## src/include/mem_macros.svh

```systemverilog
`ifndef MEM_MACROS_SVH
`define MEM_MACROS_SVH

// cycles from bank start to its done pulse
`define MEM_LATENCY 3

// word-interleaved banks, low address bits pick the bank
`define NUM_BANKS 4
`define BANK_AW 6

// on-chip memories
`define CHAR_AW 6
`define LOADER_AW 4

`endif

```

## src/verilog/mem_pkg.sv

```systemverilog
`default_nettype none

package mem_pkg;

    // data and instruction words
    typedef logic [31:0] word_t;

    // word address, byte offset already dropped by the CPU
    typedef logic [29:0] addr_t;

    // targets of a data access, from the top four address bits
    typedef enum logic [2:0] {
        REG_MAIN,
        REG_VMEM,
        REG_TIMER,
        REG_KBD,
        REG_LOADER
    } region_t;

    // per-bank access state
    typedef enum logic {
        BANK_IDLE,
        BANK_BUSY
    } bank_state_t;

endpackage

`default_nettype wire

```

## src/verilog/bank_collect.sv

```systemverilog
`timescale 1ns/1ns
`default_nettype none

`include "mem_macros.svh"

module bank_collect (
    input  logic [`NUM_BANKS-1:0] bank_done,
    input  mem_pkg::word_t        bank_rdata [`NUM_BANKS],
    output mem_pkg::word_t        main_rdata
);

    // at most one done bit is set at a time
    always_comb begin
        main_rdata = '0;
        for (int i = 0; i < `NUM_BANKS; i++) begin
            if (bank_done[i]) begin
                main_rdata = bank_rdata[i];
            end
        end
    end

endmodule

`default_nettype wire

```

## config.mk

```make
export PLATFORM = sky130hd
export DESIGN_NAME = bank_collect
export DESIGN_NICKNAME = d
export VERILOG_FILES = /design/src/verilog/mem_pkg.sv /design/src/verilog/bank_collect.sv
export VERILOG_INCLUDE_DIRS = /design/src /design/src/include
export SDC_FILE = /design/constraint.sdc
export NUM_CORES = 1
export LEC_CHECK = 0
export BUFFER_PORTS_ARGS = -buffer_cell sky130_fd_sc_hd__buf_4
export CAP_MARGIN = 20
export CORE_AREA = 10 10 72 74
export DETAILED_ROUTE_END_ITERATION = 7
export DIE_AREA = 0 0 82 84
export PLACE_DENSITY = 0.82
export SLEW_MARGIN = 20
export SYNTH_ARGS = -nofsm -noshare
export SYNTH_HDL_FRONTEND = slang
export SYNTH_SLANG_ARGS = --single-unit
```

## constraint.sdc

```tcl
create_clock -name vclk -period 1.1
set_clock_uncertainty 0.1 [all_clocks]
set_input_delay 0.22 -clock vclk [all_inputs]
set_output_delay 0.22 -clock vclk [all_outputs]
set_load 0.01 [all_outputs]
```

### After elaboration in Yosys (flattened, before gate mapping)

Cells that the tools add are included.

* register bits: 0
* output and inout port bits: 32

* multiplexer cells: 4

Operators by type and width (number)
* 2-to-1 mux 32 bit: 4

### Depth between registers and ports, before layout

* depth after elaboration: 4
* gate-level depth with buffers: 5
* gate-level depth less buffers: 3

### Worst setup path before layout

No wires, ideal clock.

* path kind: input-to-output
* from: input port bank_done[1]
* to: output port main_rdata[0]
* arrival: 0.901 ns
* required time: 0.780 ns
* setup slack: -0.121 ns
* stages: 5
* cell sequence: buf_6 > nor2b_4 > buf_6 > a22oi_1 > a21oi_1

* longest elaborated chain between the ends: 3

Ends and longest elaborated chain
* start: declaration: line bank_collect.sv:7 `` input logic [`NUM_BANKS-1:0] bank_done, ``
* 2-to-1 mux 32 bit (3 in series): line bank_collect.sv:16 `if (bank_done[i]) begin`
* end: declaration: line bank_collect.sv:9 `output mem_pkg::word_t main_rdata`

No other way between the ends.

### Worst setup path in the final report

* from: input port bank_done[0]
* to: output port main_rdata[11]

* longest elaborated chain between the ends: 4

Ends and longest elaborated chain (line)
* 2-to-1 mux 32 bit (4 in series): bank_collect.sv:16

No other way between the ends.

==> impl_metrics.env <==
export IMPL_drtAntennaViolNets=0
export IMPL_fillers=321
export IMPL_track_usage=0.180
export IMPL_tns_ns=-9.14
export IMPL_tightest_slew_ns=0.286
export IMPL_holdPathEnd="main_rdata[21]"
export IMPL_yosysSeqAreaShare=0
export IMPL_most_common_layout_cells="164 x buf_4, 30 x a22oi_2, 30 x a21oi_2"
export IMPL_p_leak_nw=1.21
export IMPL_drt_wirelength_per_cell_um=21.1
export IMPL_drc_errors=0
export IMPL_wl_mm=7.17
export IMPL_grt_pass1_wl_mm=10.1
export IMPL_multi_input_area_sq_um=1020
export IMPL_fin_crit_sh=1.30
export IMPL_nClkBuffers=0
export IMPL_die_x_um=82
export IMPL_hpwl_mm=5.73
export IMPL_rsz0062_at_grt="yes"
export IMPL_drt_initial_drc_count=38
export IMPL_postPlaceCellArea_sq_um=2360
export IMPL_worst_ep_arrival_time_ns=1.11
export IMPL_die_area_sq_um=6890
export IMPL_maxSlewViolCount=0
export IMPL_min_from="bank_rdata[53]"
export IMPL_synth_cells=119
export IMPL_area_growth_syn_to_layout_pct=189
export IMPL_synth_largest_area_cell="a21oi_2"
export IMPL_violations="negative setup slack"
export IMPL_die_h_um=84
export IMPL_register_area_sq_um=0
export IMPL_cts_hold_buf=0
export IMPL_syn_nets=251
export IMPL_final_min_clock_period_ns=1.43
export IMPL_gr_total_overflow=0
export IMPL_grt_max_degree=21
export IMPL_final_common_cell="buf_4"
export IMPL_diodes=0
export IMPL_initial_core_util=0.246
export IMPL_num_vias=1740
export IMPL_setup_viol=32
export IMPL_critical_path_startpoint="bank_done[0]"
export IMPL_cp_data_required_time_ns=0.78
export IMPL_drv_cap=0
export IMPL_viasPerCell=5.12
export IMPL_timing_fmax_ghz=0.700
export IMPL_rows=23
export IMPL_pwr_density_cell_nw_per_um2=467
export IMPL_syn_cell_area_sq_um=948
export IMPL_design_seq_count=0
export IMPL_finalWorstSetupSlack_ns=-0.329
export IMPL_cp_end_kind="primary output"
export IMPL_final_nets=424
export IMPL_hold_violations=0
export IMPL_synth_warnings=0
export IMPL_gp_congestion=0.828
export IMPL_yosys_cell_types_count=18
export IMPL_stdcell_area_sq_um=2740
export IMPL_grt_pass1_vias=1969
export IMPL_drt_first_pass_iters=4
export IMPL_critPathKind="input pin to primary output"
export IMPL_holdCritPathClass="input pin to primary output"
export IMPL_synthTopCellsByArea="a21oi_2 26%, o22ai_1 20%, a22oi_2 18%"
export IMPL_irDropWorstVdd_mv=0.305
export IMPL_syn_avg_cell_area_sq_um=7.97
export IMPL_core_sq_um=3860
export IMPL_critical_path_max_fanout=8
export IMPL_hold_slack_ns=0.691
export IMPL_start_kind="input pin"
export IMPL_slew_limit_headroom=0.809
export IMPL_power_w=0.00128
export IMPL_status="complete, but fails checks"
export IMPL_drive_gt1_frac=0.907
export IMPL_hold_depth=4
export IMPL_antenna_found_initial=0
export IMPL_port_buffers=164
export IMPL_synth_top_cell_area_share=0.259
export IMPL_boundaryPins=164
export IMPL_pre_cts_ws_ns=-0.305
==> where the power goes <==
part	internal [W]	total, W	switching (W)
Combinational	0.000774	0.00128	0.000505
Clock	0	0	0
Sequential	0	0	0
Total	0.000774	0.00128	0.000505
==> metrics by stage <==
| step | std cells | util |
|---|---|---|
| 2_1_floorplan | 119 | - |
| 3_3_place_gp | 331 | 0.612 |
| 3_5_place_dp | 331 | 0.612 |
| 4_1_cts | 336 | 0.665 |
| 5_1_grt | 340 | 0.710 |
| 6_report | 340 | 0.710 |
==> worst max-delay path, stage by stage <==
cell	delay, ns
buf_8	0.10
nor2b_4	0.12
buf_12	0.13
clkbuf_16	0.16
a22oi_2	0.16
a21oi_2	0.07
buf_4	0.14
==> routing by layer <==
metal	routed length, um	GRT usage
met1	2430	0.174
met2	3880	0.345
met3	837	0.0808
met4	28	0.0139
met5	0	0
==> cells by family (layout without fill, tap and decap cells) <==
group,Yosys count,after routing,synth area share
buffers and inverters,17,188,0.128
AO/OA/AOI/OAI,94,94,0.803
AND/OR/NAND/NOR,8,8,0.0686
==> synth_stat cells, types with 2 or more instances <==
| cell type | n |
|---|---|
| o22ai_1 | 31 |
| a21oi_2 | 28 |
| a22oi_1 | 16 |
| a22oi_2 | 14 |
| buf_2 | 7 |
| buf_4 | 4 |
| buf_6 | 4 |
| a21oi_1 | 2 |
| a31oi_1 | 2 |
| nand2_1 | 2 |
| nand3b_1 | 2 |
==> area by class of cell <==
cell class                 instances  area share
inverter                           1     0.00137
timing repair buffer             187       0.604
multi-input combinational        102       0.372
tap                               50      0.0229
==> how the worst max path moves through the flow <==
stage                endpoint  slack, ns  depth (start not counted)
2_1_floorplan  main_rdata[10]      -0.08                          5
3_3_place_gp   main_rdata[29]      -0.27                          6
3_5_place_dp   main_rdata[17]      -0.30                          6
4_1_cts         main_rdata[4]      -0.28                          6
5_1_grt        main_rdata[16]      -0.35                          7
6_report       main_rdata[11]      -0.33                          7
==> repair_timing <==
item                       4_1_cts  5_1_grt
pin swaps                        2        4
setup endpoints to repair       32       32
buffers inserted                 2        1
resized for setup               24       15
cloned                           3        3
Power figures use the tool's default switching activity.
