## src/include/mem_macros.svh

```systemverilog
`ifndef MEM_MACROS_SVH
`define MEM_MACROS_SVH

// cycles from bank start to its done pulse
`define MEM_LATENCY 3

// word-interleaved banks, low address bits pick the bank
`define NUM_BANKS 4
`define BANK_AW 6

// on-chip memories
`define CHAR_AW 6
`define LOADER_AW 4

`endif

```

## src/verilog/bank_dispatch.sv

```systemverilog
`timescale 1ns/1ns
`default_nettype none

`include "mem_macros.svh"

module bank_dispatch (
    input  logic                         ui_clk,
    input  logic                         rst,
    input  logic                         main_read,
    input  logic                         main_write,
    input  logic [$clog2(`NUM_BANKS)-1:0] bank_sel,
    input  logic [`NUM_BANKS-1:0]        bank_done,
    output logic [`NUM_BANKS-1:0]        bank_start,
    output logic                         dispatch_stall
);

    logic req;
    logic busy;
    logic launch;
    logic any_done;

    assign req      = main_read | main_write;
    assign any_done = |bank_done;

    // one access in flight, the CPU waits for it
    assign launch = req & ~busy;

    always_comb begin
        bank_start = '0;
        if (launch) begin
            bank_start[bank_sel] = 1'b1;
        end
    end

    always_ff @(posedge ui_clk) begin
        if (!rst) begin
            busy <= 1'b0;
        end else if (any_done) begin
            busy <= 1'b0;
        end else if (launch) begin
            busy <= 1'b1;
        end
    end

    // released in the done cycle, so the next access can start right after
    assign dispatch_stall = req & ~any_done;

endmodule

`default_nettype wire

```

## config.mk

```make
export PLATFORM = sky130hd
export DESIGN_NAME = bank_dispatch
export DESIGN_NICKNAME = d
export VERILOG_FILES = /design/src/verilog/bank_dispatch.sv
export VERILOG_INCLUDE_DIRS = /design/src /design/src/include
export SDC_FILE = /design/constraint.sdc
export NUM_CORES = 1
export LEC_CHECK = 0
export BUFFER_PORTS_ARGS = -buffer_cell sky130_fd_sc_hd__buf_2
export CORE_AREA = 3 3 40 42
export CTS_CLUSTER_SIZE = 25
export DETAILED_ROUTE_END_ITERATION = 16
export DIE_AREA = 0 0 43 45
export SETUP_SLACK_MARGIN = 0.15
export SKIP_CTS_REPAIR_TIMING = 1
export SLEW_MARGIN = 40
export SYNTH_ARGS = -nofsm -noshare
export SYNTH_HDL_FRONTEND = slang
export SYNTH_SLANG_ARGS = --single-unit
```

## constraint.sdc

```tcl
create_clock -name ui_clk -period 1.6 [get_ports ui_clk]
set_input_delay 0.16 -clock ui_clk [delete_from_list [all_inputs] [get_ports ui_clk]]
set_output_delay 0.16 -clock ui_clk [all_outputs]
set_load 0.01 [all_outputs]
```

Yosys cells after proc, flatten, opt, wreduce, memory -nomap -nowiden:

Cells that the tools add are included.

* $lt $le $gt $ge: 2
* muxes and demuxes: 3
* bitwise gates (word level): 6
* reduce and logical (&&, ||, !) cells: 3

Operators by type and width (number)
* 5-bit OR reduction: 1
* 4-bit two-way mux: 1
* 4-bit OR reduction: 1
* 2-bit by 3-bit < comparator with 1-bit output (second input constant): 1
* 1-bit NOT: 3
* 1-bit bitwise AND: 2
* 1-bit demux with 2-bit select: 1
* 2-bit by 1-bit >= comparator with 1-bit output (second input constant): 1
* 1-bit logical AND: 1
* 1-bit two-way mux: 1
* 1-bit bitwise OR: 1

* register bits: 1
* input port bits: 10
* output and inout port bits: 5
* logic and storage cells: 15

Logic depth before layout (Yosys ltp):

Gate-level depths: netlist of the first run.

* depth after elaboration: 5
* gate-level depth with buffers: 2

Worst setup path before layout of the first run:

No wires, ideal clock.

* path kind: in2out
* start: in bank_done[1]
* end: out dispatch_stall
* data arrival time: 855 ps
* data required time: 1440 ps
* slack: 585 ps
* cell stages on the path: 2
* buffers on the path: 0
* path through: or4_4 nor2_1

* longest elaborated chain between the ends: 3

RTL lines
* from (decl): line bank_dispatch.sv:12 `` input logic [`NUM_BANKS-1:0] bank_done, ``
* 4-bit OR reduction: line bank_dispatch.sv:23 `assign any_done = |bank_done;`
* 1-bit NOT: line bank_dispatch.sv:46 `assign dispatch_stall = req & ~any_done;`
* 1-bit bitwise AND: line bank_dispatch.sv:46
* to (decl): line bank_dispatch.sv:14 `output logic dispatch_stall`

No other way between the ends.

Worst setup path in the final report of the first run:

Same ends and word-level chain as after synthesis.

==> results.tsv, run 1 <==
metric	value	unit
wire length per cell	8.85	um
nets@finish	36	
die footprint	0.00194	sq mm
Reg clk slew, reported paths	0	ps
setup_tns	0	ps
Data arrival, critical path	1010	ps
DR vias	138	
Peak supply drop	0.0929	mV
maxcap violations	0	
Largest regs	busy: 1 flops	
Die H	45	um
fin crit period	1170	ps
Worst Setup Start Kind	input pin	
Die X	43	um
largest net degree at the start of global routing	6	
RSZ-0062 raised after global routing	no	
I/O Buffers	14	
final hold viol count	0	
Clk Latency, worst-skew pair	0	ps
Power Dens Cells	335	mW/mm^2
via density per instance	3.54	
status	complete, no violations	
vias in the first global route	110	
footprint of the multi-input gates	63.8	sq um
Synthesis Warnings	0	
Pre-antenna DRT Iters	3	
Core ar.	0.00128	sq mm
Slew Viols, Final	0	
# diodes	0	
Iter 0 DRT Violations	4	
layout cell share with drive strength beyond 1	0.625	
Antenna Nets Post-Route	0	
total track usage	0.0299	
# fillers	143	
Setup CP Type	input pin to output pin	
Biggest register	busy	
Site Rows	13	
first-pass GRT wire length	448	um
Fmax	0.856	GHz
mapped cell area	83.8	sq um
Worst slew margin	0.775	
synthesized instance count	10	
Yosys reg bits	1	
gpl congestion	0.667	
area growth from synthesis to layout	106	%
pre-CTS setup slack	437	ps
HP Class	input pin to register	
initial core utilization	0.0652	
sequential fraction of the synthesis area	0.239	
Top-Level Pins	15	
post-route setup slack	432	ps
sequential cell area	20.0	sq um
routed wire length	345	um
Remaining Overflow, GRT	0	
Final period util	0.730	
final setup fails	0	
clock skew	0	ps
total power	57.9	uW
antenna violations before repair	0	
dpl hpwl	306	um
Syn Nets	20	
pin slew with the least headroom to its limit	337	ps
DR DRC count	0	
max FFs per register	1	
Leakage	0.0000866	uW
CP max FO	2	
Req. time, crit path	1440	ps
Synth Area per Inst	8.38	sq um
Distinct cells, synth	7	
Worst setup EP type	output pin	
-- metal layers --
layer | global-route usage | vias to the layer above | wire [um]
li1 | - | 70 | -
met4 | 0 | 0 | 0
met2 | 0.0389 | 15 | 95
met5 | 0 | - | 0
met1 | 0.0477 | 53 | 164
met3 | 0.0120 | 0 | 84
-- final timing paths --
kind / startpoint / to / slack (ps) / cells past startpoint
worst max register to register: busy / busy / 810 / 2
worst max-delay path: bank_done[1] / dispatch_stall / 430 / 4
worst min register to register: busy / busy / 590 / 2
worst min-delay path: rst / busy / 410 / 3
-- worst max-delay path: stages --
cell and delay, ps:
buf_2 100, or4_4 520, nor2_1 90, buf_2 130
-- cell usage in the layout (no fill, tap or decap) --
cell,synthesis,final
nor4b_1,2,2
nor2_1,3,3
buf_2,0,14
or4_4,1,1
o31ai_1,1,1
nor4bb_1,1,1
dfxtp_1,1,1
nor4_1,1,1
-- area by class of cell --
type / instances / area share
timing repair buffer: 14 / 0.406
sequential: 1 / 0.116
multi-input combinational: 9 / 0.370
tap: 15 / 0.109
-- synthesized netlist by cell type --
library cell | n | area share
nor2_1 | 3 | 0.13
or4_4 | 1 | 0.13
nor4b_1 | 2 | 0.21
dfxtp_1 | 1 | 0.24
nor4bb_1 | 1 | 0.12
o31ai_1 | 1 | 0.090
nor4_1 | 1 | 0.075
-- metrics by stage --
stage,util,cells,hold WS (ps),instance area [sq um]
after CTS,0.134,39,421,173
after global placement,0.134,39,405,173
after detailed placement,0.134,39,418,173
final,0.134,39,411,173
after floorplan,-,10,286,83.8
after global routing,0.134,39,449,173
-- cells by family after synthesis --
kind of cell / share of synthesized area
compound gates: 0.0896
flops: 0.239
simple gates: 0.672
-- report_power, final --
part	leakage [uW]	total, uW	switching (uW)	internal [uW]
combinational	0.0000785	31.7	14.8	16.9
clock	0	0	0	0
sequential	0.00000808	26.2	0.427	25.8
total	0.0000866	57.9	15.2	42.7
No activity file was read; power rests on OpenSTA's default activity.
==> inputs of run 2 (changes only) <==
Clock period 1.6 ns to 0.95 ns, I/O delays scaled along.
==> results.tsv, run 2 (synthesis gave the netlist of run 1 again) <==
metric	value	unit
status	finished with violations	
failing checks	setup timing	
Site Rows	13	
most frequent cells in the layout	buf_2, nor2_4, nor4b_4, buf_6	
Clk Latency, worst-skew pair	0	ps
wl on met1	141	um
final setup fails	1	
# fillers	140	
Core ar.	0.00128	sq mm
vias in the first global route	127	
post-route cell area	254	sq um
CP max FO	2	
nets@finish	37	
Peak supply drop	0.216	mV
footprint of the multi-input gates	121	sq um
post-route setup slack	-67.6	ps
Iter 0 DRT Violations	0	
Worst Setup Start Kind	input pin	
routed wire length	341	um
Antenna Nets Post-Route	0	
total track usage	0.0357	
met2 WL	136	um
most common cell after layout, fill and taps aside	buf_2	
DR DRC count	0	
Final period util	1.07	
Biggest register	busy	
clock skew	0	ps
Power Dens Cells	486	mW/mm^2
wire length per cell	8.53	um
placed instance area	188	sq um
Remaining Overflow, GRT	0	
Reg clk slew, reported paths	0	ps
via density per instance	3.78	
RSZ-0062 raised after global routing	yes	
fin crit period	1020	ps
pin slew with the least headroom to its limit	240	ps
first-pass GRT wire length	558	um
Die H	45	um
Fmax	0.983	GHz
HP Class	input pin to register	
Top-Level Pins	15	
max FFs per register	1	
I/O Buffers	14	
initial core utilization	0.0652	
# diodes	0	
Layout Cells excl Fill	40	
Setup CP Type	input pin to output pin	
final hold viol count	0	
Leakage	0.000112	uW
layout cell share with drive strength beyond 1	0.920	
Worst slew margin	0.840	
R2R Setup Slk	170	ps
Pre-antenna DRT Iters	1	
gpl congestion	0.588	
Slew Viols, Final	0	
DR vias	151	
Die X	43	um
largest net degree at the start of global routing	6	
total power	123	uW
maxcap violations	0	
top sig layer	met3	
die footprint	0.00194	sq mm
antenna violations before repair	0	
Data arrival, critical path	920	ps
Req. time, crit path	850	ps
area growth from synthesis to layout	203	%
sequential cell area	23.8	sq um
Largest regs	busy: 1 flops	
met3 wire length	63	um
Worst setup EP type	output pin	
dpl cells	40	
## run 2: stage by stage
stage | worst slack [ps] | utilization | setup TNS, ps | hold WS [ps]
floorplan | 42.2 | - | 0 | 221
global placement | -102 | 0.146 | -102 | 330
detailed placement | -102 | 0.146 | -102 | 328
CTS | -102 | 0.146 | -102 | 328
global route | -108 | 0.198 | -108 | 344
finish | -67.6 | 0.198 | -67.6 | 327
## run 2: final timing paths
check                         to         start  cells after the start
setup reg to reg            busy          busy                      2
hold reg to reg             busy          busy                      2
setup / recovery  dispatch_stall  bank_done[1]                      4
hold / removal              busy           rst                      3
## run 2: metal layers
layer	vias up	global-route usage
met2	14	0.0539
li1	73	-
met5	-	0
met3	0	0.00398
met1	64	0.0573
met4	0	0
## run 2: where the power goes
group	switching, uW	leakage, uW	internal (uW)	total [uW]
Clock	0	0	0	0
Combinational	34.7	0.000103	45.9	80.6
Sequential	1.74	0.00000888	41.1	42.9
## run 2: area by class of cell
| class | count | share of cell area |
|---|---|---|
| multi-input combinational | 9 | 0.478 |
| sequential | 1 | 0.0936 |
| tap | 15 | 0.0739 |
| timing repair buffer | 15 | 0.355 |
## run 2: critical path, cell delays in order
cell and delay (ps):
buf_6 90, or4_4 540, nor2_4 100, buf_6 100
==> inputs of run 3 (changes only) <==
Settings changed: CORE_AREA 3 3 40 42 to 2 2 39 41, DIE_AREA 0 0 43 45 to 0 0 41 43.
==> results.tsv, run 3 (synthesis gave the netlist of run 1 again) <==
metric	value	unit
layout cell share with drive strength beyond 1	1.00	
Peak supply drop	0.0752	mV
dpl cells	41	
post-route setup slack	-71.9	ps
Largest regs	busy: 1 flops	
Die H	43	um
# fillers	149	
P_int	95.0	uW
# diodes	0	
final setup fails	1	
Antenna Nets Post-Route	0	
most frequent cells in the layout	buf_2, buf_6, nor2_4, nor4b_4	
Finished Core Util	0.205	
HP Class	input pin to register	
largest net degree at the start of global routing	6	
Final period util	1.08	
antenna violations before repair	0	
Top-Level Pins	15	
gpl congestion	0.418	
total track usage	0.0230	
DR vias	148	
status	finished with violations	
Slew Viols, Final	0	
Worst setup EP type	output pin	
Reg clk slew, reported paths	0	ps
Die X	41	um
R2R Setup Slk	140	ps
pre-CTS setup slack	-93.3	ps
Layout Cells excl Fill	41	
Power Dens Cells	477	mW/mm^2
Worst Setup Start Kind	input pin	
Clk Latency, worst-skew pair	0	ps
DR DRC count	0	
clock share of power	0	
first-pass GRT wire length	303	um
most common cell after layout, fill and taps aside	buf_2	
Fmax	0.979	GHz
Setup CP Type	input pin to output pin	
initial core utilization	0.0606	
routed wire length	319	um
CP max FO	2	
Req. time, crit path	850	ps
RSZ-0062 raised after global routing	yes	
I/O Buffers	14	
Site Rows	14	
area growth from synthesis to layout	239	%
nets@finish	37	
final hold viol count	0	
Core ar.	0.00138	sq mm
Iter 0 DRT Violations	0	
die footprint	0.00176	sq mm
sequential share of power	0.318	
max FFs per register	1	
maxcap violations	0	
WHS	333	ps
combinational fraction of design power	0.682	
Remaining Overflow, GRT	0	
failing checks	setup timing	
dpl hpwl	244	um
Switching Share	0.298	
pin slew with the least headroom to its limit	258	ps
clock skew	0	ps
Data arrival, critical path	930	ps
Leakage	0.000118	uW
via density per instance	3.61	
vias in the first global route	91	
Psw	40.3	uW
Biggest register	busy	
fin crit period	1020	ps
Pre-antenna DRT Iters	1	
Worst slew margin	0.828	
wire length per cell	7.78	um
[run 3: layer usage]
layer	vias up	wire length [um]	GRT usage
li1	72	-	-
met3	0	46	0
met5	-	0	0
met2	10	183	0.0563
met1	66	89	0.0159
met4	0	0	0
[run 3: power by group through the flow]
stage / Clock [uW] / Combinational [uW] / Sequential [uW]
floorplan: 0 / 22.6 / 44.0
global placement: 0 / 56.6 / 44.2
detailed placement: 0 / 57.0 / 44.3
CTS: 0 / 57.2 / 44.3
global route: 0 / 102 / 43.3
finish: 0 / 92.3 / 43.1
[run 3: area by class of cell]
cell class | count | area, sq um | share of cell area
multi-input combinational | 9 | 138 | 0.485
timing repair buffer | 15 | 103 | 0.361
sequential | 1 | 23.8 | 0.0837
tap | 16 | 20.0 | 0.0705
[run 3: stage by stage]
stage	area (sq um)	total power [uW]	setup TNS, ps
2_1_floorplan	91.3	66.7	0
3_3_place_gp	189	101	-92.5
3_5_place_dp	189	101	-93.3
4_1_cts	189	101	-94.0
5_1_grt	284	145	-104
6_report	284	135	-71.9
[run 3: critical path: stages]
cell and delay [ps]:
buf_6 90, or4_4 550, nor2_4 100, buf_6 100
[run 3: worst paths after layout]
kind / cells after the start / start / end
worst max-delay path: 4 / bank_done[1] / dispatch_stall
worst min-delay path: 3 / rst / busy
worst max register to register: 2 / busy / busy
worst min register to register: 2 / busy / busy
