## src/include/mem_macros.svh

```systemverilog
`ifndef MEM_MACROS_SVH
`define MEM_MACROS_SVH

// cycles from bank start to its done pulse
`define MEM_LATENCY 3

// word-interleaved banks, low address bits pick the bank
`define NUM_BANKS 4
`define BANK_AW 6

// on-chip memories
`define CHAR_AW 6
`define LOADER_AW 4

`endif

```

## src/verilog/mem_pkg.sv

```systemverilog
`default_nettype none

package mem_pkg;

    // data and instruction words
    typedef logic [31:0] word_t;

    // word address, byte offset already dropped by the CPU
    typedef logic [29:0] addr_t;

    // targets of a data access, from the top four address bits
    typedef enum logic [2:0] {
        REG_MAIN,
        REG_VMEM,
        REG_TIMER,
        REG_KBD,
        REG_LOADER
    } region_t;

    // per-bank access state
    typedef enum logic {
        BANK_IDLE,
        BANK_BUSY
    } bank_state_t;

endpackage

`default_nettype wire

```

## src/verilog/addr_decoder.sv

```systemverilog
`timescale 1ns/1ns
`default_nettype none

`include "mem_macros.svh"

module addr_decoder (
    input  logic           ui_clk,
    input  logic           rst,
    input  logic           dmem_read,
    input  logic           dmem_write,
    input  mem_pkg::addr_t dmem_addr,
    input  logic [3:0]     dmem_byte_w_en,
    input  mem_pkg::word_t data_from_reg,
    input  mem_pkg::addr_t instr_addr,
    input  mem_pkg::word_t loader_data,
    input  mem_pkg::word_t main_rdata,
    input  logic           dispatch_stall,
    output logic           main_read,
    output logic           main_write,
    output logic           vmem_wen,
    output logic [`CHAR_AW-1:0] char_addr,
    output logic [7:0]     char_data,
    output logic           mem_stall,
    output mem_pkg::word_t dmem_data_out,
    output mem_pkg::word_t instr_data_out
);
    import mem_pkg::*;

    localparam int CAW = `CHAR_AW;

    region_t    region;
    logic       vmem_req;
    logic       vmem_toggle;
    logic       vmem_stall;
    logic [1:0] lane;

    ////////////////////////////////////////////////////////////////////////////
    // region decode
    ////////////////////////////////////////////////////////////////////////////
    always_comb begin
        case (dmem_addr[29:26])
            4'hc:    region = REG_VMEM;
            4'hd:    region = REG_TIMER;
            4'he:    region = REG_KBD;
            4'hf:    region = REG_LOADER;
            default: region = REG_MAIN;
        endcase
    end

    // only main memory reaches the banks
    assign main_read  = dmem_read  & (region == REG_MAIN);
    assign main_write = dmem_write & (region == REG_MAIN);

    ////////////////////////////////////////////////////////////////////////////
    // video memory, one wait cycle then the write
    ////////////////////////////////////////////////////////////////////////////
    assign vmem_req = (dmem_read | dmem_write) & (region == REG_VMEM);

    always_ff @(posedge ui_clk) begin
        if (!rst) begin
            vmem_toggle <= 1'b0;
        end else if (vmem_req) begin
            vmem_toggle <= ~vmem_toggle;
        end else begin
            vmem_toggle <= 1'b0;
        end
    end

    assign vmem_stall = vmem_req & ~vmem_toggle;
    assign vmem_wen   = dmem_write & (region == REG_VMEM) & vmem_toggle;

    // enable bit 3 is lane 0, the low byte of the word
    always_comb begin
        case (dmem_byte_w_en)
            4'b1000: begin
                lane      = 2'd0;
                char_data = data_from_reg[7:0];
            end
            4'b0100: begin
                lane      = 2'd1;
                char_data = data_from_reg[15:8];
            end
            4'b0010: begin
                lane      = 2'd2;
                char_data = data_from_reg[23:16];
            end
            default: begin
                lane      = 2'd3;
                char_data = data_from_reg[31:24];
            end
        endcase
    end

    assign char_addr = CAW'({dmem_addr, lane});

    assign mem_stall = dispatch_stall | vmem_stall;

    // timer, keyboard and vmem reads give zero
    assign dmem_data_out  = (region == REG_MAIN) ? main_rdata : '0;
    assign instr_data_out = (instr_addr[29:26] == 4'hf) ? loader_data : '0;

endmodule

`default_nettype wire

```

## config.mk

```make
export PLATFORM = sky130hd
export DESIGN_NAME = addr_decoder
export DESIGN_NICKNAME = d
export VERILOG_FILES = /design/src/verilog/mem_pkg.sv /design/src/verilog/addr_decoder.sv
export VERILOG_INCLUDE_DIRS = /design/src /design/src/include
export SDC_FILE = /design/constraint.sdc
export NUM_CORES = 1
export LEC_CHECK = 0
export ABC_CLOCK_PERIOD_IN_PS = 3100
export BUFFER_PORTS_ARGS = -buffer_cell sky130_fd_sc_hd__buf_2
export CORE_AREA = 3 3 94 96
export CTS_BUF_LIST = sky130_fd_sc_hd__clkbuf_16
export DETAILED_ROUTE_END_ITERATION = 8
export DIE_AREA = 0 0 97 99
export GPL_ROUTABILITY_DRIVEN = 0
export PLACE_DENSITY = 0.5
export SYNTH_ARGS = -nofsm -noshare
export SYNTH_HDL_FRONTEND = slang
export SYNTH_SLANG_ARGS = --single-unit
```

## constraint.sdc

```tcl
create_clock -name ui_clk -period 3.1 [get_ports ui_clk]
set_clock_uncertainty 0.2 [all_clocks]
set_input_delay 0.62 -clock ui_clk [delete_from_list [all_inputs] [get_ports ui_clk]]
set_output_delay 0.62 -clock ui_clk [all_outputs]
set_load 0.02 [all_outputs]
```

# ---- Yosys cells after proc, flatten, opt, wreduce, memory -nomap -nowiden
# Cells that the tools add are included.
# W data, S select, Z words.
dict set report word_totals {
  out_inout_bits 82
  word_cells 26
  mem_bits_ro 0
  mem_bits_rw 0
  latch_bits 0
  n_memories 0
  reg_bits 1
}
dict set report classes {
  add_sub_neg 0
  mux 5
  shifts 0
  magnitude_cmp 0
  n_div 0
  mul 0
  n_eq_ne 9
  bitwise 9
  n_reduce_logical 2
}
# cell count
set ops {}
lappend ops {{$mux W32} 2}
lappend ops {{$eq A4 B4 Y1 const B} 6}
lappend ops {{$pmux W8 S3} 1}
lappend ops {{$pmux W3 S4} 1}
lappend ops {{$and A1 B1 Y1} 6}
lappend ops {{$pmux W2 S3} 1}
lappend ops {{$eq A4 B2 Y1 const B} 1}
lappend ops {{$eq A4 B3 Y1 const B} 1}
lappend ops {{$eq A3 B1 Y1 const B} 1}
lappend ops {{$logic_not A3 Y1} 1}
lappend ops {{$or A1 B1 Y1} 2}
lappend ops {{$reduce_and A2 Y1} 1}
lappend ops {{$not A1 Y1} 1}

# ---- Depth between registers and ports, before layout
# Gate-level depths: netlist of run 1.
dict set report logic_depth {
  word_depth 6
  ltp_mapped 3
  depth_no_buf 3
}

# ---- Least setup slack after synthesis of run 1
# OpenSTA, ideal clock, no wires.
dict set report synth_timing {
  path_type {in2out}
  start {input port dmem_byte_w_en[0]}
  end {output port char_data[0]}
  n_path_buf 0
  path_stages 3
  setup_slack_ps 765
  t_arrival_ps 1515
  t_required_ps 2280
  cell_sequence {nor4b_1 a21oi_2 a221o_1}
}
dict set report synth_via {
  elab_chain_len 2
  elab_cells_between_ends 4
  classes_between {3 x eq/ne; 1 x mux}
}
# item line
set synth_rtl {}
lappend synth_rtl {{from (decl)} addr_decoder.sv:12} ;# input logic [3:0] dmem_byte_w_en,
lappend synth_rtl {{$eq A4 B2 Y1, or another cell as far along} addr_decoder.sv:74} ;# case (dmem_byte_w_en)
lappend synth_rtl {{$pmux W8 S3 (*)} addr_decoder.sv:74}
lappend synth_rtl {{to (decl)} addr_decoder.sv:22} ;# output logic [7:0] char_data,
# Every way passes the cells marked *; elsewhere a longest branch is shown, timed or not.

# ---- Worst setup path in the final report of run 1
dict set report layout_timing {
  start {input port dmem_byte_w_en[1]}
  end {output port char_data[6]}
}
# Same word-level chain as after synthesis.

==> run summary, run 1 <==
After layout, the minimum clock period comes to 2.64 ns. The most numerous cell type found on the critical path is sky130_fd_sc_hd__buf_2. The proportion of layout cells with a drive suffix above 1 is 63.6%, and the combined global-route utilization of all metal layers is 9.25%. The first TritonRoute pass finished after 4 iterations. The die covers 9600 µm². After the last flow step, the layout net total stands at 472.

The worst hold path passes through 3 cells. Tracing the worst setup path back leads to its startpoint at dmem_byte_w_en[1]. The post-route clock period utilization is 85.0%. The run gives 1480 as the via count of the first global-routing pass. Across the VDD grid, the largest voltage drop is 0.0864 mV. The startpoint of the worst register-to-register path is vmem_toggle$_SDFF_PN0_. The post-detailed-route count of antenna-violating nets came out at 0. The number of buffers and inverters on the critical path works out to 2. By startpoint and endpoint, the worst setup path is classified as in2out. Counting distinct cell types in the post-synthesis netlist gives 18.

In this run the mean area of a mapped cell was 6.70 µm². The horizontal die dimension is 97 µm. Most numerous cell in the Yosys netlist: sky130_fd_sc_hd__and2_1. In the routed design, unresolved DRC markers number 0.

The largest registers in the layout are vmem_toggle (1). The worst hold path endpoint was vmem_toggle$_SDFF_PN0_. The number of input and output port buffers inserted is 190, and the detailed placement HPWL is 4500 µm. The count of final hold-check violations was 0; the count of pins on the block boundary was 247. Capture instance of the worst register-to-register path: vmem_toggle$_SDFF_PN0_. The critical-path maximum fanout is 8, and the flip-flop count of the largest register after layout is 1. The critical path goes through buf_2, nor4b_1, and2_1, a221o_1, buf_2. The run gives 20 as the count of routing violations after the opening detailed-route iteration. The repair_antennas step left the layout with diodes totalling 0. The first global-routing pass estimated 7510 µm of wire.

STA puts the critical path data required time at 2.28 ns. The tools report the final count of pins violating max slew as 0. For this design, the slowest cell found on the critical path is sky130_fd_sc_hd__nor4b_1. The commonest cells after synthesis are 75 x sky130_fd_sc_hd__and2_1, 8 x sky130_fd_sc_hd__a221o_1, 8 x sky130_fd_sc_hd__a22o_1, 6 x sky130_fd_sc_hd__clkbuf_1, 4 x sky130_fd_sc_hd__buf_4. STA classifies the critical path endpoint as an output port. Synthesized area: 825 µm².

The kind of cell with the highest combined delay along the critical path is simple AND/OR/NAND/NOR gates. Worst hold slack: 0.459 ns. The static leakage was 1.13 nW; the flip-flop and latch count after synthesis was 1. Headroom to the max-slew limit came out at 59.1%. The number of hold buffers added after CTS was 0.

The delay contributed by the slowest stage of the critical path came out at 0.58 ns. vmem_toggle holds more flip-flops than any other register. The flow ran to the end, and the final reports show no timing, DRC or antenna violations.

The number of cells on the critical path is 5. Yosys attributes the largest share of cell area to sky130_fd_sc_hd__and2_1 57%, sky130_fd_sc_hd__a221o_1 9.7%, sky130_fd_sc_hd__a22o_1 8.5%. From synthesis to final layout, the design area changed by 127%. The number of enable flip-flop cells after synthesis came out at 0. For this block, the via count after detailed routing is 1541. The slew at the pin closest to its max-slew limit was 0.604 ns.

The core region area is 8130 µm². The kind of launch point of the worst setup path is an input port. For the sequential element share of the synthesized area, the log shows 2.43%. The main flop type after synthesis is sky130_fd_sc_hd__dfxtp_1. Once the clock tree was built, the setup fixing pass inserted 0 buffers.

The number of instances resized during post-cts repair was 0. Power density over the cells: 141 nW/µm². Share of synthesized registers carrying an async set or reset: 0%. The setup violation total in the final timing report is 0. The die is 99 µm tall. The tools report the worst endpoint data arrival time as 1.82 ns.

Biggest area consumer among synthesized cells: sky130_fd_sc_hd__and2_1. After global routing the overflow that remains totals 0. The run gives 0 as the initial antenna violation count.

The share of the synthesized area in the top cell type was 56.9%; the maximum clock frequency was 379 MHz. The logs give 0 for the total number of yosys warnings and 123 for the synthesized instance count. In the routed layout, each cell is associated on average with a via count of 3.76.

After routing, the total negative slack on setup checks comes to 0 ns. After detailed routing, the average wire length per cell comes to 12.4 µm. The row count came out at 33. Entering global routing, the biggest net connects 26 pins. The tools report the beginning of the worst hold path as vmem_toggle$_SDFF_PN0_.

The tools report the net count after synthesis as 288. The clock-pin slew on the worst setup and hold paths was 0 ns. Wires add up to 5070 µm.

The tool flagged a number of max-cap violations equal to 0. Setup repair after global routing left no endpoint under its margin. At the later pin of the worst-skew pair, clock insertion delay measures 0 ns. For the worst flop-to-flop path, the logic depth is 3.

Once the floorplan was initialized, standard cells occupied 10.1% of the core. In this run the register-to-register setup slack is 2.04 ns. The tightest min-delay check is of the reg2reg type.
## final cells by class
class / count / area [µm²]
repair buffers: 192 / 966
well taps: 105 / 131
fillers: 928 / 6260
flip-flops and latches: 1 / 20.0
multi-input cells: 112 / 752
## cell families (layout without fill, tap and decap cells)
logic type | count (synthesis) | in the layout | share of synthesized area (%)
compound gates | 19 | 19 | 20.8
buf+inv | 10 | 192 | 6.37
xor+xnor | 1 | 1 | 1.06
flops | 1 | 1 | 2.43
simple gates | 92 | 92 | 69.3
## metal layers
layer	track usage [%]	part of all wire [%]
met1	9.86	34
met2	16.9	49
met3	5.24	17
met4	0.216	0
met5	0	0
## per-stage QoR
stage | instance area [µm²] | util (%) | cells | total power, mW | setup WS [ns]
floorplan | 825 | - | 123 | 0.148 | 0.765
global placement | 1870 | 23.0 | 410 | 0.264 | 0.450
detailed placement | 1870 | 23.0 | 410 | 0.263 | 0.470
CTS | 1870 | 23.0 | 410 | 0.265 | 0.469
global route | 1870 | 23.0 | 410 | 0.286 | 0.315
finish | 1870 | 23.0 | 410 | 0.263 | 0.464
## power breakdown
group | leakage [nW] | switching (mW) | internal (mW)
logic | 1.12 | 0.131 | 0.118
clock network | 0 | 0 | 0
registers | 0.00808 | 0.0000860 | 0.0133
total | 1.13 | 0.131 | 0.132
## cell usage in the layout (no fill, tap or decap)
| cell | count |
|---|---|
| sky130_fd_sc_hd__nor2_1 | 3 |
| sky130_fd_sc_hd__and4_1 | 1 |
| sky130_fd_sc_hd__o21bai_1 | 1 |
| sky130_fd_sc_hd__and2_1 | 75 |
| sky130_fd_sc_hd__a22o_1 | 8 |
| sky130_fd_sc_hd__a21oi_2 | 1 |
| sky130_fd_sc_hd__nor2b_1 | 3 |
| sky130_fd_sc_hd__or2_2 | 1 |
| sky130_fd_sc_hd__nor4_1 | 2 |
| sky130_fd_sc_hd__dfxtp_1 | 1 |
| sky130_fd_sc_hd__buf_4 | 2 |
| sky130_fd_sc_hd__buf_2 | 190 |
| sky130_fd_sc_hd__o21ai_0 | 1 |
| sky130_fd_sc_hd__nor4b_1 | 3 |
| sky130_fd_sc_hd__and2b_1 | 1 |
| sky130_fd_sc_hd__nand2_1 | 3 |
| sky130_fd_sc_hd__xor2_1 | 1 |
| sky130_fd_sc_hd__a221o_1 | 8 |
## worst register-to-register path: cells and delay by family, from the launching register on
| family | cells | cell delay (ns) |
|---|---|---|
| AND/OR/NAND/NOR | 2 | 0.37 |
| AO/OA/AOI/OAI | 1 | 0.14 |
| flip-flops | 1 | 0.29 |
## worst max path at each step
stage / endpoint / slack [ns]
after global placement: char_data[3] / 0.45
after floorplan: char_data[0] / 0.76
final: char_data[6] / 0.46
after detailed placement: char_data[3] / 0.47
after global routing: char_data[3] / 0.32
after CTS: char_data[3] / 0.47
(Power assumes the default switching activity.)
==> run 2: changes to the inputs <==
CELL_PAD_IN_SITES_DETAIL_PLACEMENT = 0   (was default)
CELL_PAD_IN_SITES_GLOBAL_PLACEMENT = 1   (was default)
CORE_AREA = default   (was 3 3 94 96)
CORE_MARGIN = 3   (was default)
CORE_UTILIZATION = 10   (was default)
DIE_AREA = default   (was 0 0 97 99)
PLACE_DENSITY = 0.91   (was 0.5)
==> run summary, run 2 (synthesis gave the netlist of run 1 again) <==
The flow ran to the end, and the final reports show no timing, DRC or antenna violations. Setup repair after global routing left no endpoint under its margin. The initial core utilization came out at 10.5% (+0.37 points).

The logs give 0 (unchanged) for the number of hold buffers added after CTS and 0.132 mW (+0.30%) for the internal power summed over all cells. The proportion of layout cells with a drive suffix above 1 came out at 63.7% (+0.12 points). The slew at the pin closest to its max-slew limit is 0.448 ns (-0.156 ns). The number of buffers added for setup after CTS is 0 (unchanged), and the clock-pin slew on the worst setup and hold paths is 0 ns (unchanged). The number of vias per cell works out to 3.94 (+4.9%). The count of routing violations after the opening detailed-route iteration came out at 13 (-35%). The flip-flop count of the largest register after layout is 1 (unchanged), and the final count of pins violating max slew is 0 (unchanged). The power density over the cells works out to 141 nW/µm² (+0.23%).

The number of design rule violations left after detail routing is 0 (unchanged), and the post-route minimum period is 2.66 ns (+0.0265 ns). STA classifies the critical path startpoint as an input port. The signal on the critical path passes through buf_2, nor4b_1, a21oi_2, a221o_1, buf_2. First-pass detailed-route iteration total: 3 (-1). The most numerous cell type found on the critical path is sky130_fd_sc_hd__buf_2.

The switching share of power was 50.1% (+0.066 points). The overall die area was 9370 µm² (-2.4%); the count of antenna diodes in the layout was 0 (unchanged). The final sum of negative setup slack was 0 ns (unchanged); the worst max-slew margin expressed relative to the limit was 69.7% (+11 points). The layout net count is 473 (+0.21%), and the delay contributed by the slowest stage of the critical path is 0.39 ns (-0.19 ns). The required time of the critical path was 2.28 ns (about the same); the number of buffers and inverters on the critical path was 2 (unchanged). The type of the most critical hold path was reg2reg.

The run gives 0.264 mW (+0.43%) as the overall power consumption. The logs give 0 ns (unchanged) for the clock latency reported for the late side of the worst-skew pair and 0.0873 mV (+0.99%) for the peak supply drop. The horizontal die dimension was 96.8 µm (-0.20%).

The tools report the worst endpoint data arrival time as 1.84 ns (+0.02 ns). The die height is 96.8 µm (-2.2%), and the count of pins on the block boundary is 247 (unchanged). The tools report the aggregate routed wire length as 4610 µm (-9.0%). The tools report the proportion of power drawn by flip-flops and latches as 5.1% (about the same). The logs give 0 (unchanged) for the sum of overflow across all layers after global routing and 1608 (+4.3%) for the count of vias placed by the detailed router. The number of input and output port buffers inserted is 190 (unchanged), and the first-pass GRT wire length is 7090 µm (-5.6%). The number of instances resized during post-cts repair is 0 (unchanged).

The post-detailed-route count of antenna-violating nets was 0 (unchanged); the combined global-route utilization of all metal layers was 8.80% (-0.44 points). On the critical path, the stage with the largest delay is an instance of sky130_fd_sc_hd__nor4b_1. The maximum clock frequency was 376 MHz (-1.0%); the clock power share was 0% (unchanged). The critical-path maximum fanout came out at 8 (unchanged). STA classifies the critical path endpoint as an output port. The run gives 1594 (+7.7%) as the via count of the first global-routing pass.

The static leakage was 1.14 nW (+0.48%). The kind of cell with the highest combined delay along the critical path is compound AO/OA/AOI/OAI gates. The library cell used most frequently in the layout, excluding fill and tap cells, is sky130_fd_sc_hd__buf_2. The top cell types in the final layout, fill and taps aside, are 190 x sky130_fd_sc_hd__buf_2, 75 x sky130_fd_sc_hd__and2_1, 8 x sky130_fd_sc_hd__a22o_1, 8 x sky130_fd_sc_hd__a221o_1.

The net switching component of the power came out at 0.132 mW (+0.57%). For the setup violation total in the final timing report, the log shows 0 (unchanged). The count of fill cells added during filler insertion was 887 (-4.4%). The detailed placement HPWL was 4400 µm (-2.2%); the relative area change from synthesis to final layout was 127%.

The routed wirelength normalized by instance count is 11.3 µm (-8.6%). The logic gate share of total power is 94.9% (about the same). The largest registers in the layout are vmem_toggle (1). The critical path is of the in2out type. The run gives 33 (+27%) as the maximum number of pins on one net before global-route repair. The count of final hold-check violations was 0 (unchanged).

The post-route clock period utilization works out to 85.9% (+0.86 points). The initial antenna violation count is 0 (unchanged), and the reported max-cap violation count is 0 (unchanged). The row count came out at 32 (-3.0%). Core region area: 7850 µm² (-3.5%). The top register by number of flip-flops was vmem_toggle.
run 2: cell count changes in the layout (fill, tap and decap cells not counted), sizes merged:
cell / delta
buf: +1
run 2: routing by layer:
layer | vias up | global-route usage [%] | share of wire, %
met3 | 4 | 2.31 | 13
met1 | 687 | 7.65 | 30
met4 | 0 | 0.648 | 0.76
met2 | 134 | 19.9 | 56
met5 | - | 0 | 0
li1 | 783 | - | -
run 2: layout make-up:
cell class | instances | area [µm²] | area share, %
Timing Repair Buffer | 193 | 973 | 52.0
Tap cell | 102 | 128 | 6.81
Multi-Input combinational cell | 112 | 752 | 40.1
Sequential cell | 1 | 20.0 | 1.07
run 2: per-stage QoR:
step	instances	utilization [%]	hold slack [ns]	worst slack [ns]	area (µm²)
5_1_grt	408	23.9	0.505	0.360	1870
3_5_place_dp	408	23.9	0.467	0.422	1870
6_report	408	23.9	0.470	0.438	1870
3_3_place_gp	408	23.9	0.444	0.431	1870
4_1_cts	408	23.9	0.473	0.399	1870
2_1_floorplan	123	-	0.424	0.765	825
run 2: final timing paths:
check | start | endpoint | slack, ns | depth (start not counted)
setup / recovery | dmem_byte_w_en[0] | char_data[7] | 0.44 | 5
hold / removal | vmem_toggle$_SDFF_PN0_ | vmem_toggle$_SDFF_PN0_ | 0.47 | 3
setup reg to reg | vmem_toggle$_SDFF_PN0_ | vmem_toggle$_SDFF_PN0_ | 2.04 | 3
hold reg to reg | vmem_toggle$_SDFF_PN0_ | vmem_toggle$_SDFF_PN0_ | 0.47 | 3
run 2: worst register-to-register path, cell delays in order (launching register included):
cell	delay, ns
sky130_fd_sc_hd__dfxtp_1	0.29
sky130_fd_sc_hd__o21bai_1	0.15
sky130_fd_sc_hd__nor4_1	0.20
sky130_fd_sc_hd__and2_1	0.16
run 2: power groups by stage:
| stage | clock [mW] | sequential, mW | combinational (mW) |
|---|---|---|---|
| after floorplan | 0 | 0.0134 | 0.134 |
| after global routing | 0 | 0.0134 | 0.273 |
| after global placement | 0 | 0.0134 | 0.251 |
| after CTS | 0 | 0.0134 | 0.255 |
| after detailed placement | 0 | 0.0134 | 0.254 |
| final | 0 | 0.0134 | 0.251 |
